--- config.mk ---
export PLATFORM = sky130hd
export DESIGN_NAME = vid_word_fifo
export DESIGN_NICKNAME = d
export VERILOG_FILES = /design/src/source/vid_word_fifo.sv
export SDC_FILE = /design/constraint.sdc
export NUM_CORES = 1
export LEC_CHECK = 0
export BUFFER_PORTS_ARGS = -buffer_cell sky130_fd_sc_hd__buf_4
export CAP_MARGIN = 20
export CORE_ASPECT_RATIO = 1.2
export CORE_MARGIN = 2
export CORE_UTILIZATION = 40
export DETAILED_ROUTE_END_ITERATION = 7
export SYNTH_ARGS = -nofsm -noshare
export SYNTH_HDL_FRONTEND = slang
export SYNTH_SLANG_ARGS = --single-unit
export TNS_END_PERCENT = 10
--- constraint.sdc ---
create_clock -name clk -period 2.21 [get_ports clk]
set_input_delay 0.1105 -clock clk [delete_from_list [all_inputs] [get_ports clk]]
set_output_delay 0.1105 -clock clk [all_outputs]
set_load 0.02 [all_outputs]
--- src/source/vid_word_fifo.sv ---
// =========================================================================
// synchronous first-word-fall-through FIFO
// head entry is visible on pop_data whenever the FIFO is not empty
// =========================================================================
`timescale 1ns/1ps

module vid_word_fifo #(
	parameter type payload_t = logic [31:0],
	parameter int DEPTH = 4,
	localparam int AW = (DEPTH > 1) ? $clog2(DEPTH) : 1,
	localparam int CW = $clog2(DEPTH + 1)
) (
	input logic clk,
	input logic reset,
	input logic push,
	input payload_t push_data,
	input logic pop,
	output payload_t pop_data,
	output logic empty,
	output logic [CW-1:0] count
);

	payload_t mem [DEPTH];
	logic [AW-1:0] wr_ptr;
	logic [AW-1:0] rd_ptr;

	function automatic logic [AW-1:0] ptr_next(input logic [AW-1:0] p);
		return (p == AW'(DEPTH - 1)) ? '0 : p + 1'b1;
	endfunction

	always_ff @(posedge clk) begin
		if (push)
			mem[wr_ptr] <= push_data;
	end

	always_ff @(posedge clk) begin
		if (reset) begin
			wr_ptr <= '0;
			rd_ptr <= '0;
			count <= '0;
		end else begin
			if (push)
				wr_ptr <= ptr_next(wr_ptr);
			if (pop)
				rd_ptr <= ptr_next(rd_ptr);
			count <= count + CW'(push) - CW'(pop);
		end
	end

	assign pop_data = mem[rd_ptr];
	assign empty = (count == '0);

	// producer credit keeps pushes in bounds
	a_no_overflow: assert property (@(posedge clk) disable iff (reset)
		push |-> count < DEPTH);

	a_no_underflow: assert property (@(posedge clk) disable iff (reset)
		pop |-> !empty);

endmodule

==> flow_summary.toml <==
[routing]
drt_first_pass_iters = 4
drc = 0
vias = 2423
ant_nets = 0
via_per_inst = 4.74
routed_wirelength_microns = 8740
dr.first_iter.drc_count = 95
routedWlPerCell_microns = 17.1

[synth]
ys_seq_area_frac = 0.789
synth_area_sq_um = 5100
ys_types = 19
yosys_warnings = 0
synth_cells = 208
synthesis.nets = 252
avgSynthCellArea_sq_um = 24.5
yosys_register_bits = 137

[clock_network]
cts_resized = 0
hold_buffers = 34
clk_latency_ns = 0.40
clkTransAtPathRegs_ns = 0.05
cts_made_buffers = 17
cts_tree = "done"
h-tree-depth = 4
cts_setup_buffers = 0
cts_root_buf = "clkbuf_16"
cts_num_sinks = 137
cts_buffer_depth = 2

[timing]
fin_crit_sh = 0.873
hold_viol = 0
tightest_slew_ns = 0.400
finalMaxSlewViolations = 0
fin_ws_ns = 0.280
finClkSkew_ns = 0.00883
timing.fmax_mhz = 518
rsz0062_at_grt = "no"
setup_viol = 0
max-slew-margin-rel = 0.733
fin_tns_setup_ns = 0
finalCriticalPeriod_ns = 1.93

[critical_path]
cpPeakStageDelay_ns = 0.60
arrival_ns = 1.82
path_max_fanout = 17
crit_required_ns = 2.10
crit_top_cell = "buf_4"
crit_path_top_delay_cell = "mux4_1"
cp-start-kind = "register"
crit_type = "reg -> out"
cp-end-kind = "primary output"
path_cells = "buf_4, mux4_1, buf_4"

[global_route]
grt_max_degree = 33
grt_pass1_wl_microns = 13600
grt_antenna_before_repair = 0
grt_pass1_vias = 2562
grt-ovfl-total = 0
grt_use_total = 0.138

[floorplan]
start_util = 0.406
die_x_microns = 107
die_h_microns = 128
dieArea_sq_um = 13700
fp.coreArea_sq_um = 12600
num_rows = 45
pin_count = 72

[power_and_ir_drop]
power_density_nw_per_um2 = 979
cellLeakagePower_uw = 0.00242
ir_drop_v = 0.000519

[cells_and_area]
diodes = 0
final_common_cell = "edfxtp_1"
final_cell_mix = "edfxtp_1 (128), buf_4 (76), dlygate4sd3_1 (34)"
areaGrowthSynthToFinish_pct = 34.3
drive_above_1_share = 0.429
num-fill-cells = 994
nets = 378

[placement]
dp_hpwl_microns = 5250
portBuffers = 71
place_ws_ns = 0.594
gp_congestion = 0.692

[flow_run]
maxCapViolCount = 0

[min_path]
hold_path_class = "in -> reg"

[outcome]
status = "finished, final reports clean"
==> report_power, final <==
| part | switching (uW) | total [uW] | internal, uW |
|---|---|---|---|
| Combinational | 364 | 756 | 391 |
| Clock | 987 | 2930 | 1940 |
| Sequential | 49.7 | 3010 | 2960 |
==> sequential cells by signal, summed over array words and instances (netlist names), named ones only <==
signal	flops
mem	128
count	3
rd_ptr	2
wr_ptr	2
==> stage by stage <==
step	hold WS (ns)	area [sq um]	std cells	power [uW]	util
5_1_grt	0.0396	6850	511	6930	0.545
4_1_cts	0.0308	6850	511	6780	0.545
3_3_place_gp	0.310	5880	445	3780	0.468
3_5_place_dp	0.312	5880	445	3790	0.468
6_report	0.0432	6850	511	6700	0.545
2_1_floorplan	0.177	5100	208	3480	-
==> cells by family (layout without fill, tap and decap cells) <==
logic type | count (synthesis) | in the layout | synth area share
AND/OR/NAND/NOR | 14 | 14 | 0.0159
flip-flops | 137 | 137 | 0.789
XOR/XNOR | 1 | 1 | 0.00442
buffers and inverters | 12 | 151 | 0.0206
multiplexers | 34 | 34 | 0.147
AO/OA/AOI/OAI | 2 | 2 | 0.00196
adder cells (fa/ha/maj) | 8 | 8 | 0.0211
==> cell usage after synthesis <==
cell,n,area share
edfxtp_1,128,0.75
mux4_2,30,0.13
dfxtp_1,9,0.035
ha_1,7,0.017
inv_1,5,0.0037
and2_1,4,0.0049
nor2_1,4,0.0029
buf_12,3,0.012
buf_2,3,0.0029
a21oi_1,2,0.0020
mux2i_1,2,0.0039
mux4_1,2,0.010
nand2b_1,2,0.0025
or3b_2,2,0.0034
buf_6,1,0.0022
fa_1,1,0.0039
nor2b_1,1,0.0012
nor3_1,1,0.00098
xnor3_1,1,0.0044
==> worst max-delay path: cells and delay by family (launching register included) <==
| kind | cells | cell delay [ns] |
|---|---|---|
| buffers and inverters | 2 | 0.50 |
| flip-flops | 1 | 0.32 |
| multiplexers | 1 | 0.60 |
==> per-layer routing <==
metal  routed length, microns  up-vias  track usage  part of all wire
met5                        0        -            0                 0
met4                      110        0       0.0527             0.013
met3                      332        8       0.0432             0.038
met2                     4600       50        0.239              0.53
met1                     3690     1248        0.162              0.42
li1                         -     1117            -                 -
==> path summary, 6_finish.rpt <==
path	startpoint	to	slack [ns]	cells past startpoint
max	register	pop_data[28]	0.28	3
max reg2reg	count[0]	count[2]	0.60	8
min	pop	register	0.04	3
min reg2reg	rd_ptr[0]	register	0.50	2
==> cell type report <==
cell class                 count  area, sq um  share of cell area
sequential                   137         4030               0.588
timing repair buffer         114          991               0.145
multi-input combinational     59          975               0.142
clock buffer                  20          457              0.0667
tap                          164          205              0.0300
clock inverter                12          173              0.0252
inverter                       5         18.8             0.00274
No activity file was read; power rests on OpenSTA's default activity.
