===== src/common/vid_regs_pkg.sv =====
// =========================================================================
// video renderer register map
// register word indices, CPU address regions and RAM sizes, plus the
// configuration set that the renderer and the fetcher read
// =========================================================================
package vid_regs_pkg;

	// register word indices, regs region
	localparam int REG_FB_ADDR = 0;
	localparam int REG_FB_PITCH = 1;
	localparam int REG_LAYER_EN = 2;
	localparam int REG_TILE_OFF = 3;
	localparam int REG_VIDPOS = 4; // read only

	// byte bases of the CPU regions
	localparam logic [15:0] BASE_REGS = 16'h0000;
	localparam logic [15:0] BASE_PALETTE = 16'h1000;
	localparam logic [15:0] BASE_TILEMAP = 16'h2000;
	localparam logic [15:0] BASE_TILEMEM = 16'h4000;

	localparam int PAL_ENTRIES = 32; // 16 fb colours, then 16 tile colours
	localparam int MAP_ENTRIES = 256; // 16x16 map
	localparam int TILE_ROWS = 512; // 64 tiles of 8 rows

	typedef struct packed {
		logic [23:0] fb_addr; // word address of line 0
		logic [15:0] pitch; // in words
		logic [1:0] layer_en; // bit0 fb, bit1 tiles
		logic [15:0] tile_xoff;
		logic [15:0] tile_yoff;
	} vid_cfg_t;

	typedef struct packed {
		logic [8:0] line;
		logic [8:0] x;
	} render_pos_t;

endpackage


===== src/common/vid_bus_pkg.sv =====
// =========================================================================
// video renderer bus types
// framebuffer words, pixels, external memory and line buffer transfers
// =========================================================================
package vid_bus_pkg;

	// 8 pixels of 4 bits, pixel k in nibble k
	typedef logic [31:0] fb_word_t;

	typedef logic [23:0] rgb_t;

	typedef logic [5:0] tile_no_t;

	// memory read request, valid/ready handshake
	typedef struct packed {
		logic valid;
		logic [23:0] addr;
	} mem_req_t;

	// read data, in request order and without back-pressure
	typedef struct packed {
		logic valid;
		fb_word_t data;
	} mem_rsp_t;

	// one pixel into the external line buffer
	typedef struct packed {
		logic valid;
		logic [8:0] line;
		logic [8:0] x;
		rgb_t rgb;
	} lb_wr_t;

endpackage


===== src/fb_fetch/fb_fetch.sv =====
// =========================================================================
// framebuffer fetcher
// walks the lines of one frame and issues pipelined word reads, limited
// by free FIFO space, and forwards read data into the FIFO
// =========================================================================
`timescale 1ns/1ps

module fb_fetch #(
	parameter int H_PIXELS = 64,
	parameter int V_LINES = 8,
	parameter int FIFO_DEPTH = 4,
	localparam int CW = $clog2(FIFO_DEPTH + 1)
) (
	input logic clk,
	input logic reset,
	input vid_regs_pkg::vid_cfg_t cfg,
	input logic frame_start,
	output vid_bus_pkg::mem_req_t mem_req,
	input logic mem_req_ready,
	input vid_bus_pkg::mem_rsp_t mem_rsp,
	output logic push,
	output vid_bus_pkg::fb_word_t push_data,
	input logic [CW-1:0] fifo_count
);

	localparam int WPL = H_PIXELS / 8; // words per line
	localparam int WW = $clog2(WPL + 1);
	localparam int LW = $clog2(V_LINES + 1);

	logic active;
	logic [23:0] line_base; // fb_addr + line * pitch
	logic [15:0] pitch_q;
	logic [WW-1:0] word_idx;
	logic [LW-1:0] line_idx;
	logic [CW-1:0] inflight;
	logic [CW:0] occupancy;
	logic issue;
	logic last_word;

	// requests out plus words held may never exceed the FIFO
	assign occupancy = inflight + fifo_count;

	assign mem_req = '{
		valid: active && (occupancy < FIFO_DEPTH),
		addr: line_base + 24'(word_idx)
	};
	assign issue = mem_req.valid && mem_req_ready;
	assign last_word = (word_idx == WW'(WPL - 1));

	always_ff @(posedge clk) begin
		if (reset) begin
			active <= 1'b0;
			inflight <= '0;
			word_idx <= '0;
			line_idx <= '0;
		end else begin
			inflight <= inflight + CW'(issue) - CW'(mem_rsp.valid);
			if (frame_start) begin
				active <= 1'b1;
				word_idx <= '0;
				line_idx <= '0;
			end else if (issue) begin
				if (last_word) begin
					word_idx <= '0;
					line_idx <= line_idx + 1'b1;
					if (line_idx == LW'(V_LINES - 1))
						active <= 1'b0; // whole frame requested
				end else begin
					word_idx <= word_idx + 1'b1;
				end
			end
		end
	end

	always_ff @(posedge clk) begin
		if (frame_start) begin
			line_base <= cfg.fb_addr;
			pitch_q <= cfg.pitch;
		end else if (issue && last_word) begin
			line_base <= line_base + 24'(pitch_q);
		end
	end

	assign push = mem_rsp.valid;
	assign push_data = mem_rsp.data;

	a_credit: assert property (@(posedge clk) disable iff (reset)
		occupancy <= FIFO_DEPTH);

	// memory answers only what was asked
	a_rsp_expected: assert property (@(posedge clk) disable iff (reset)
		mem_rsp.valid |-> inflight != '0);

endmodule


===== config.mk =====
export PLATFORM = sky130hd
export DESIGN_NAME = fb_fetch
export DESIGN_NICKNAME = d
export VERILOG_FILES = /design/src/common/vid_regs_pkg.sv /design/src/common/vid_bus_pkg.sv /design/src/fb_fetch/fb_fetch.sv
export SDC_FILE = /design/constraint.sdc
export NUM_CORES = 1
export LEC_CHECK = 0
export BUFFER_PORTS_ARGS = -buffer_cell sky130_fd_sc_hd__buf_2
export CORE_AREA = 4 4 100 102
export DETAILED_ROUTE_END_ITERATION = 6
export DIE_AREA = 0 0 104 106
export HOLD_SLACK_MARGIN = 0.1
export PLACE_DENSITY = 0.75
export SLEW_MARGIN = 20
export SYNTH_ARGS = -nofsm -noshare
export SYNTH_HDL_FRONTEND = slang
export SYNTH_SLANG_ARGS = --single-unit
export TNS_END_PERCENT = 20

===== constraint.sdc =====
create_clock -name clk -period 2.7 [get_ports clk]
set_input_delay 0.405 -clock clk [delete_from_list [all_inputs] [get_ports clk]]
set_output_delay 0.405 -clock clk [all_outputs]
set_load 0.03 [all_outputs]

==> results.toml <==
[outcome]
status = "finished, violations left"
violations = "setup timing"

[logic_synthesis]
async_flop_share_pct = 0
synth_edf_count = 40
syn-num-nets = 552
synth_seq_area_share_pct = 37.66
synth_area_mm2 = 0.003827
syn_inst = 409
yosys_warnings = 0
ys.flop_type = "edfxtp_1"
syn_area_per_cell_um2 = 9.358
synth-seq-cells = 52
synthDistinctLibCells = 56

[layout]
drive_gt1_share_pct = 33.05
final_cells = 583
antenna_cells = 0
finish.net_count = 614
regArea_mm2 = 0.001444
mostFrequentLayoutCell = "buf_2"
multi_input_area_mm2 = 0.002217
fillerInstances = 859
utilization_pct = 50.48
syn_to_final_growth_pct = 20.14
layout_common_cells = "59 x buf_2, 40 x edfxtp_1, 38 x buf_4, 37 x nand2_1, 30 x nor2_1"

[clocking]
ctsHtreeMaxLevel = 2
cts-root-buf = "clkbuf_8"
clockBufferDepth = 2
cts.sinks = 52
clock_latency_ns = 0.32
cts_buffers = 5
clk_pin_slew_ns = 0.11
cts_tree = "done"

[place]
io_buffers = 73
place_congestion = 0.8529
placed_cells = 562
hpwl_mm = 7.015

[pwr]
leakage_nw = 1.939
power_density_mw_per_mm2 = 527.4
ir_worst_vdd_v = 0.0002682

[global_routing]
grt.total_usage_pct = 16.30
grt_max_degree = 28
first_global_vias = 3173
grt-ovfl-total = 0
grt_pass1_wl_mm = 14.88
antenna_found_initial = 0

[worst_hold_path]
worstHoldPathType = "primary input to flop"

[route]
viasPerCell = 5.580
vias = 3253
wl_mm = 9.348
wl_per_cell_um = 16.03
dr.pass1.iters = 7
route.detailed.drc = 0
ant_nets = 0
drtIter0Drc = 202

[setup_path]
cp.required_ns = 2.92
critical_path_class = "flop to flop"
cp-end-kind = "flop"
crit_fanout = 2
critPathArrivalTime_ns = 3.07
worstSetupStartpointType = "flop"

[die]
core-area_mm2 = 0.009109
fp.dieW_um = 104
dieArea_mm2 = 0.01102
io_pins = 172
start_util_pct = 42.02
die_h_um = 106
num_rows = 35

[sta]
drv_slew = 0
relSlewSlack_pct = 55.96
rsz0062_at_grt = "yes"
setup_viol = 9
hold_viol = 0
period_share_pct = 105.2
clock_skew_ns = 0.01315
clock.fmax_mhz = 351.9
hold_ws_ns = 0.2481
worst_pin_slew_ns = 0.6537
layout_setup_ws_ns = -0.1413
period_minus_slack_ns = 2.841

[flow_run]
drv_cap = 0
-- state kept, by name (all words and copies together), names as in the netlist --
| signal | cells |
|---|---|
| line_idx | 4 |
| word_idx | 4 |
| inflight | 3 |
| pitch_q | 16 |
| active | 1 |
| line_base | 24 |
-- cells by family (layout without fill, tap and decap cells) --
family / after synthesis / count (layout) / share of synthesized area, %
mux: 3 / 3 / 0.8173
simple gates: 141 / 141 / 18.34
buf+inv: 60 / 123 / 9.317
xor+xnor: 35 / 35 / 8.009
flops: 52 / 52 / 37.66
compound gates: 89 / 89 / 15.79
fa+ha+maj: 29 / 29 / 10.07
-- synth_stat cells, types with 2 or more instances --
| master | number | share of area [%] |
|---|---|---|
| nand3_1 | 12 | 1.6 |
| or3_1 | 2 | 0.33 |
| nand2b_1 | 2 | 0.33 |
| nor3_1 | 11 | 1.4 |
| o21ai_0 | 17 | 2.2 |
| o21bai_1 | 2 | 0.39 |
| fa_1 | 3 | 1.6 |
| mux2i_1 | 2 | 0.52 |
| xnor2_1 | 16 | 3.7 |
| a21oi_1 | 23 | 3.0 |
| a31oi_1 | 5 | 0.82 |
| o31ai_1 | 3 | 0.59 |
| nand4_1 | 9 | 1.5 |
| nand2_1 | 39 | 3.8 |
| a21o_1 | 8 | 1.6 |
| inv_1 | 11 | 1.1 |
| edfxtp_1 | 40 | 31 |
| clkbuf_1 | 10 | 0.98 |
| o2111ai_1 | 3 | 0.69 |
| a21boi_0 | 2 | 0.39 |
| o211ai_1 | 6 | 1.2 |
| xor2_1 | 19 | 4.3 |
| nor2b_1 | 5 | 0.82 |
| ha_1 | 26 | 8.5 |
| and3_1 | 11 | 1.8 |
| and2_1 | 3 | 0.49 |
| nor2_1 | 33 | 3.2 |
| a22oi_1 | 3 | 0.59 |
| buf_1 | 3 | 0.29 |
| dfxtp_1 | 12 | 6.3 |
| a311oi_1 | 4 | 0.92 |
| buf_4 | 33 | 6.5 |
| o211a_1 | 2 | 0.52 |
| o311ai_0 | 2 | 0.46 |
| or2_2 | 6 | 0.98 |
-- final cells by class --
class | count | share of cell area, %
multi-input cells | 297 | 48.22
repair buffers | 102 | 14.23
clock inverters | 3 | 0.5714
clock buffers | 5 | 1.497
flip-flops and latches | 52 | 31.40
inverters | 13 | 1.061
well taps | 111 | 3.020
-- power by group --
part,internal [mW],switching [mW]
clock,0.192,0.292
combinational,0.380,0.513
sequential,0.964,0.0844
total,1.54,0.889
-- path summary, 6_finish.rpt --
kind | to | start | slack (ns) | depth (start not counted)
setup / recovery | inflight[2] | inflight[2] | -0.14 | 12
hold / removal | pitch_q[0] | cfg[34] | 0.25 | 1
setup reg to reg | inflight[2] | inflight[2] | -0.14 | 12
hold reg to reg | active | active | 0.52 | 2
-- routing by layer --
metal	vias up	GRT usage, %	wire, um
li1	1576	-	-
met1	1535	21.12	3970
met2	121	27.34	4523
met3	21	3.582	642
met4	0	4.843	212
met5	-	0	0
-- critical path, stage by stage (launching register included) --
cell and delay, ns:
dfxtp_2 0.37, ha_4 0.19, or4b_4 0.56, a311oi_4 0.32, inv_2 0.09, ha_4 0.22
inv_2 0.06, ha_4 0.12, inv_2 0.04, fa_2 0.38, xor2_1 0.18, xnor2_1 0.17
nor2_1 0.07
-- timing repair --
action / in CTS / in global routing
gates cloned: 0 / 0
buffers inserted: 6 / 7
hold buffers: 0 / 0
endpoints found under the setup margin: 20 / 24
pin swaps: 11 / 11
resized for setup: 23 / 41
-- per-stage QoR --
step	power, mW	setup WS (ns)	setup TNS, ns	cell area (um2)
after floorplan	1.699	-0.1311	-0.1311	3827
after global routing	2.574	-0.2610	-2.028	4598
after global placement	1.834	-0.1979	-0.1979	4169
final	2.425	-0.1413	-0.7927	4598
after CTS	2.368	-0.1458	-0.7698	4378
after detailed placement	1.856	-0.2777	-0.3252	4169
(Power assumes the default switching activity.)
