File: config.mk
export PLATFORM = sky130hd
export DESIGN_NAME = line_render
export DESIGN_NICKNAME = d
export VERILOG_FILES = /design/src/common/vid_regs_pkg.sv /design/src/common/vid_bus_pkg.sv /design/src/line_render/line_render.sv
export SDC_FILE = /design/constraint.sdc
export NUM_CORES = 1
export LEC_CHECK = 0
export BUFFER_PORTS_ARGS = -buffer_cell sky130_fd_sc_hd__buf_2
export CAP_MARGIN = 20
export CORE_MARGIN = 5
export CORE_UTILIZATION = 35
export CTS_CLUSTER_DIAMETER = 150
export DETAILED_ROUTE_END_ITERATION = 8
export PLACE_DENSITY = 0.69
export SYNTH_ARGS = -nofsm -noshare
export SYNTH_HDL_FRONTEND = slang
export SYNTH_SLANG_ARGS = --single-unit
File: constraint.sdc
create_clock -name clk -period 3.9 [get_ports clk]
set_clock_uncertainty 0.1 [all_clocks]
set_input_delay 0.39 -clock clk [delete_from_list [all_inputs] [get_ports clk]]
set_output_delay 0.39 -clock clk [all_outputs]
set_load 0.005 [all_outputs]
File: src/common/vid_regs_pkg.sv
// =========================================================================
// video renderer register map
// register word indices, CPU address regions and RAM sizes, plus the
// configuration set that the renderer and the fetcher read
// =========================================================================
package vid_regs_pkg;

	// register word indices, regs region
	localparam int REG_FB_ADDR = 0;
	localparam int REG_FB_PITCH = 1;
	localparam int REG_LAYER_EN = 2;
	localparam int REG_TILE_OFF = 3;
	localparam int REG_VIDPOS = 4; // read only

	// byte bases of the CPU regions
	localparam logic [15:0] BASE_REGS = 16'h0000;
	localparam logic [15:0] BASE_PALETTE = 16'h1000;
	localparam logic [15:0] BASE_TILEMAP = 16'h2000;
	localparam logic [15:0] BASE_TILEMEM = 16'h4000;

	localparam int PAL_ENTRIES = 32; // 16 fb colours, then 16 tile colours
	localparam int MAP_ENTRIES = 256; // 16x16 map
	localparam int TILE_ROWS = 512; // 64 tiles of 8 rows

	typedef struct packed {
		logic [23:0] fb_addr; // word address of line 0
		logic [15:0] pitch; // in words
		logic [1:0] layer_en; // bit0 fb, bit1 tiles
		logic [15:0] tile_xoff;
		logic [15:0] tile_yoff;
	} vid_cfg_t;

	typedef struct packed {
		logic [8:0] line;
		logic [8:0] x;
	} render_pos_t;

endpackage

File: src/common/vid_bus_pkg.sv
// =========================================================================
// video renderer bus types
// framebuffer words, pixels, external memory and line buffer transfers
// =========================================================================
package vid_bus_pkg;

	// 8 pixels of 4 bits, pixel k in nibble k
	typedef logic [31:0] fb_word_t;

	typedef logic [23:0] rgb_t;

	typedef logic [5:0] tile_no_t;

	// memory read request, valid/ready handshake
	typedef struct packed {
		logic valid;
		logic [23:0] addr;
	} mem_req_t;

	// read data, in request order and without back-pressure
	typedef struct packed {
		logic valid;
		fb_word_t data;
	} mem_rsp_t;

	// one pixel into the external line buffer
	typedef struct packed {
		logic valid;
		logic [8:0] line;
		logic [8:0] x;
		rgb_t rgb;
	} lb_wr_t;

endpackage

File: src/line_render/line_render.sv
// =========================================================================
// line renderer
// composites the framebuffer and one scrolled tile layer through the
// palette, four cycles per pixel, into the external line buffer
// =========================================================================
`timescale 1ns/1ps

module line_render #(
	parameter int H_PIXELS = 64,
	parameter int V_LINES = 8
) (
	input logic clk,
	input logic reset,
	input vid_regs_pkg::vid_cfg_t cfg,
	input logic next_field,
	input logic [1:0] disp_line,
	output logic frame_start,
	input logic fifo_empty,
	output logic fifo_pop,
	input vid_bus_pkg::fb_word_t fifo_data,
	output logic [7:0] map_addr,
	output logic [8:0] tile_addr,
	output logic [4:0] pal_addr,
	input vid_bus_pkg::tile_no_t map_q,
	input vid_bus_pkg::fb_word_t tile_q,
	input vid_bus_pkg::rgb_t pal_q,
	output vid_bus_pkg::lb_wr_t lb_wr,
	output vid_regs_pkg::render_pos_t pos
);
	import vid_bus_pkg::*;

	logic [8:0] line; // V_LINES when idle
	logic [8:0] x;
	logic [1:0] phase;
	logic idle;
	logic at_word;
	logic at_line;
	logic go;
	fb_word_t fb_word;
	logic [15:0] tx;
	logic [15:0] ty;
	logic [3:0] fb_nib;
	logic [3:0] tile_nib;
	logic [3:0] tile_nib_q;
	rgb_t fb_rgb;
	logic pend; // palette result of the tile lookup due
	logic [8:0] out_line;
	logic [8:0] out_x;

	assign idle = (line == 9'(V_LINES));
	assign at_word = (phase == 2'd0) && (x[2:0] == 3'd0);
	assign at_line = (phase == 2'd0) && (x == '0);

	// stall at a word start without data, or at a line still on display
	assign go = !idle && !(at_word && fifo_empty) &&
		!(at_line && line[1:0] == disp_line);
	assign fifo_pop = go && at_word;

	// scrolled tile layer coordinates
	assign tx = 16'(x) + cfg.tile_xoff;
	assign ty = 16'(line) + cfg.tile_yoff;

	assign fb_nib = fb_word[{x[2:0], 2'b00} +: 4];
	assign tile_nib = tile_q[{tx[2:0], 2'b00} +: 4];

	// phase 0 map, phase 1 tile row, phase 2 fb colour, phase 3 tile colour
	assign map_addr = {ty[6:3], tx[6:3]}; // map wraps at 16 tiles
	assign tile_addr = {map_q, ty[2:0]};
	assign pal_addr = (phase == 2'd2) ? {1'b0, fb_nib} : {1'b1, tile_nib_q};

	always_ff @(posedge clk) begin
		if (reset) begin
			line <= 9'(V_LINES);
			x <= '0;
			phase <= '0;
			frame_start <= 1'b0;
			pend <= 1'b0;
		end else begin
			frame_start <= idle && next_field;
			pend <= go && (phase == 2'd3);
			if (idle) begin
				if (next_field)
					line <= '0; // x and phase already at 0
			end else if (go) begin
				phase <= phase + 2'd1;
				if (phase == 2'd3) begin
					if (x == 9'(H_PIXELS - 1)) begin
						x <= '0;
						line <= line + 9'd1; // reaches V_LINES at frame end
					end else begin
						x <= x + 9'd1;
					end
				end
			end
		end
	end

	always_ff @(posedge clk) begin
		if (fifo_pop)
			fb_word <= fifo_data;
		if (phase == 2'd2)
			tile_nib_q <= tile_nib;
		if (phase == 2'd3) begin
			fb_rgb <= cfg.layer_en[0] ? pal_q : '0;
			out_line <= line;
			out_x <= x;
		end
	end

	// tile colour wins unless transparent
	always_comb begin
		lb_wr.valid = pend;
		lb_wr.line = out_line;
		lb_wr.x = out_x;
		lb_wr.rgb = (cfg.layer_en[1] && tile_nib_q != 4'd0) ? pal_q : fb_rgb;
	end

	assign pos = '{line: line, x: x};

	a_x_range: assert property (@(posedge clk) disable iff (reset)
		lb_wr.valid |-> lb_wr.x < H_PIXELS && lb_wr.line < V_LINES);

endmodule

==> results.json <==
{
  "post-cts-setup-buffers": 0,
  "die_area_sq_um": 17300,
  "synthCells": 394,
  "drive_above_1_share_pct": 45.8,
  "row_count": 44,
  "slew_headroom_pct": 33.9,
  "hp-class": "in -> reg",
  "synthTopCellsByCount": "edfxtp_1 (78), mux2_2 (32), and2_1 (27)",
  "critPathLaunchType": "flop",
  "utilization_pct": 45.2,
  "n_antenna_cell": 0,
  "crit_arrival_ns": 2.91,
  "grt_max_degree": 43,
  "setup_ws_ns": 0.499,
  "coreArea_sq_um": 14500,
  "antenna_found_initial": 1,
  "tns_ns": 0,
  "p_sw_mw": 0.508,
  "dpl_cell_area_sq_um": 6230,
  "seq_power_share_pct": 49.9,
  "routed_wl_mm": 12.8,
  "num_vias": 3880,
  "maxCapViolations": 0,
  "hold_buffers": 0,
  "yosys.area.top_type_share_pct": 45.4,
  "peakVddDrop_mv": 0.165,
  "cts_resized": 0,
  "async_flop_share_pct": 0,
  "track_usage_pct": 14.5,
  "crit_type": "reg -> out",
  "die_h_um": 131,
  "clkSinkCount": 100,
  "cts_buffers": 9,
  "power_frac_clock_pct": 40.0,
  "gp_congestion": 0.817,
  "power_leakage_nw": 2.68,
  "syn2layout_area_growth_pct": 27.0,
  "start_util_pct": 35.6,
  "htreeDepth": 3,
  "yosysTopAreaCell": "edfxtp_1",
  "syn_area_per_cell_sq_um": 13.1,
  "combPwrFrac_pct": 10.1,
  "cts_buffer_depth": 2,
  "finalHoldViolCount": 0,
  "rsz0062_at_grt": "no",
  "max_freq_mhz": 294,
  "dr.pass1.iters": 5,
  "synth-edff-count": 78,
  "wl_per_cell_um": 16.8,
  "clock_latency_ns": 0.34,
  "synth.most_common_cell": "edfxtp_1",
  "yosysSeqAreaShare_pct": 54.0,
  "seq_area_sq_um": 2780,
  "setup_violations": 0,
  "ys_types": 50,
  "power.share.switching_pct": 21.4,
  "syn_nets": 589,
  "path_max_fanout": 19,
  "die_x_um": 131,
  "stdcell_count": 761,
  "cts_tree": "done",
  "multi_input_area_sq_um": 2180,
  "period_minus_slack_ns": 3.40,
  "syn_area_sq_um": 5160,
  "hold_slack_ns": 0.116,
  "drc_errors": 0,
  "preCtsSetupSlack_ns": 0.818,
  "drtAntennaViolNets": 0,
  "design_area_sq_um": 6550,
  "status": "complete, no violations",
  "n_fill_cell": 1341,
  "end_kind": "primary output",
  "ys_warn_count": 0,
  "root_buffer": "clkbuf_16",
  "p_int_mw": 1.86,
  "slew_viol_final": 0,
  "drt_iter0_drc": 201,
  "overflow": 0,
  "viasPerCell": 5.10,
  "tightest_slew_ns": 0.990,
  "dpl.hpwl_mm": 9.80,
  "fin_nets": 767,
  "grt_pass1_wl_mm": 20.6,
  "io_pins": 259,
  "grt_pass1_vias": 3981,
  "cp.required_ns": 3.41,
  "synthFlopType": "edfxtp_1",
  "numPortBuffers": 188,
  "post-route-period-util_pct": 87.2,
  "clk_pin_slew_ns": 0.07,
  "dp_cells": 745,
  "power_density_nw_per_um2": 362,
  "synth_seq_cells": 100,
  "synth.area.top_cells": "edfxtp_1 (45%), dfxtp_1 (8.5%), mux2_2 (7.0%)",
  "finalPower_mw": 2.37
}
-- flip-flops by register name, summed over array words and instances, names as in the netlist --
register     flops
fb_word         32
fb_rgb          24
line             9
out_line         9
out_x            9
x                9
tile_nib_q       4
phase            2
frame_start      1
pend             1
-- final timing paths --
path	start	cells after the start	to	slack [ns]
worst max-delay path	line[1]$_SDFFE_PP0P_	8	fifo_pop	0.50
worst min-delay path	fifo_data[29]	1	fb_word[29]$_DFFE_PP_	0.12
worst max register to register	x[1]$_SDFFE_PP0P_	5	line[8]$_SDFFE_PP0P_	1.00
worst min register to register	x[8]$_SDFFE_PP0P_	0	out_x[8]$_DFFE_PP_	0.42
-- critical path, stage by stage, from the launching register on --
cell and delay [ns]:
dfxtp_1 0.57, inv_1 0.08, ha_1 0.18, nor4b_1 0.19, nand2_1 0.17, nand2_1 0.08, nor2_2 0.75, buf_4 0.37
buf_2 0.15
-- layout make-up --
cell class                      instances  area share [%]
Clock inverter                          6            1.32
Tap cell                              184            3.52
Clock buffer                           10            3.50
Timing Repair Buffer                  193            14.9
Inverter                               16           0.917
Multi-Input combinational cell        252            33.3
Sequential cell                       100            42.5
-- power groups by stage --
| stage | logic, mW | registers, mW | clock network [mW] |
|---|---|---|---|
| floorplan | 0.136 | 1.20 | 0 |
| global placement | 0.233 | 1.21 | 0 |
| detailed placement | 0.241 | 1.21 | 0 |
| CTS | 0.243 | 1.18 | 0.978 |
| global route | 0.266 | 1.19 | 1.01 |
| finish | 0.239 | 1.18 | 0.948 |
-- metal layers --
layer | GRT usage [%] | up-vias | routed length [um]
li1 | - | 1856 | -
met3 | 3.56 | 22 | 961
met4 | 4.91 | 2 | 231
met2 | 24.1 | 189 | 6160
met1 | 18.5 | 1811 | 5420
met5 | 0 | - | 13
-- kinds of logic after synthesis --
logic type / synth area share, %
simple gates: 11.7
flops: 54.0
compound gates: 7.50
mux: 15.3
buf+inv: 4.08
fa+ha+maj: 5.39
xor+xnor: 2.04
-- cell usage in the layout, fill, tap and decap left out, types with 6 or more instances in the layout --
cell       instances
buf_2            188
edfxtp_1          78
mux2_2            32
and2_1            27
dfxtp_1           22
nor2_1            18
ha_1              18
inv_1             16
mux4_2            16
a21oi_1           16
nand2_1           14
o21ai_0            9
nand3_1            9
clkbuf_16          9
xor2_1             8
nor3_1             7
mux2i_1            7
o31ai_1            6
No activity file was read; power rests on OpenSTA's default activity.
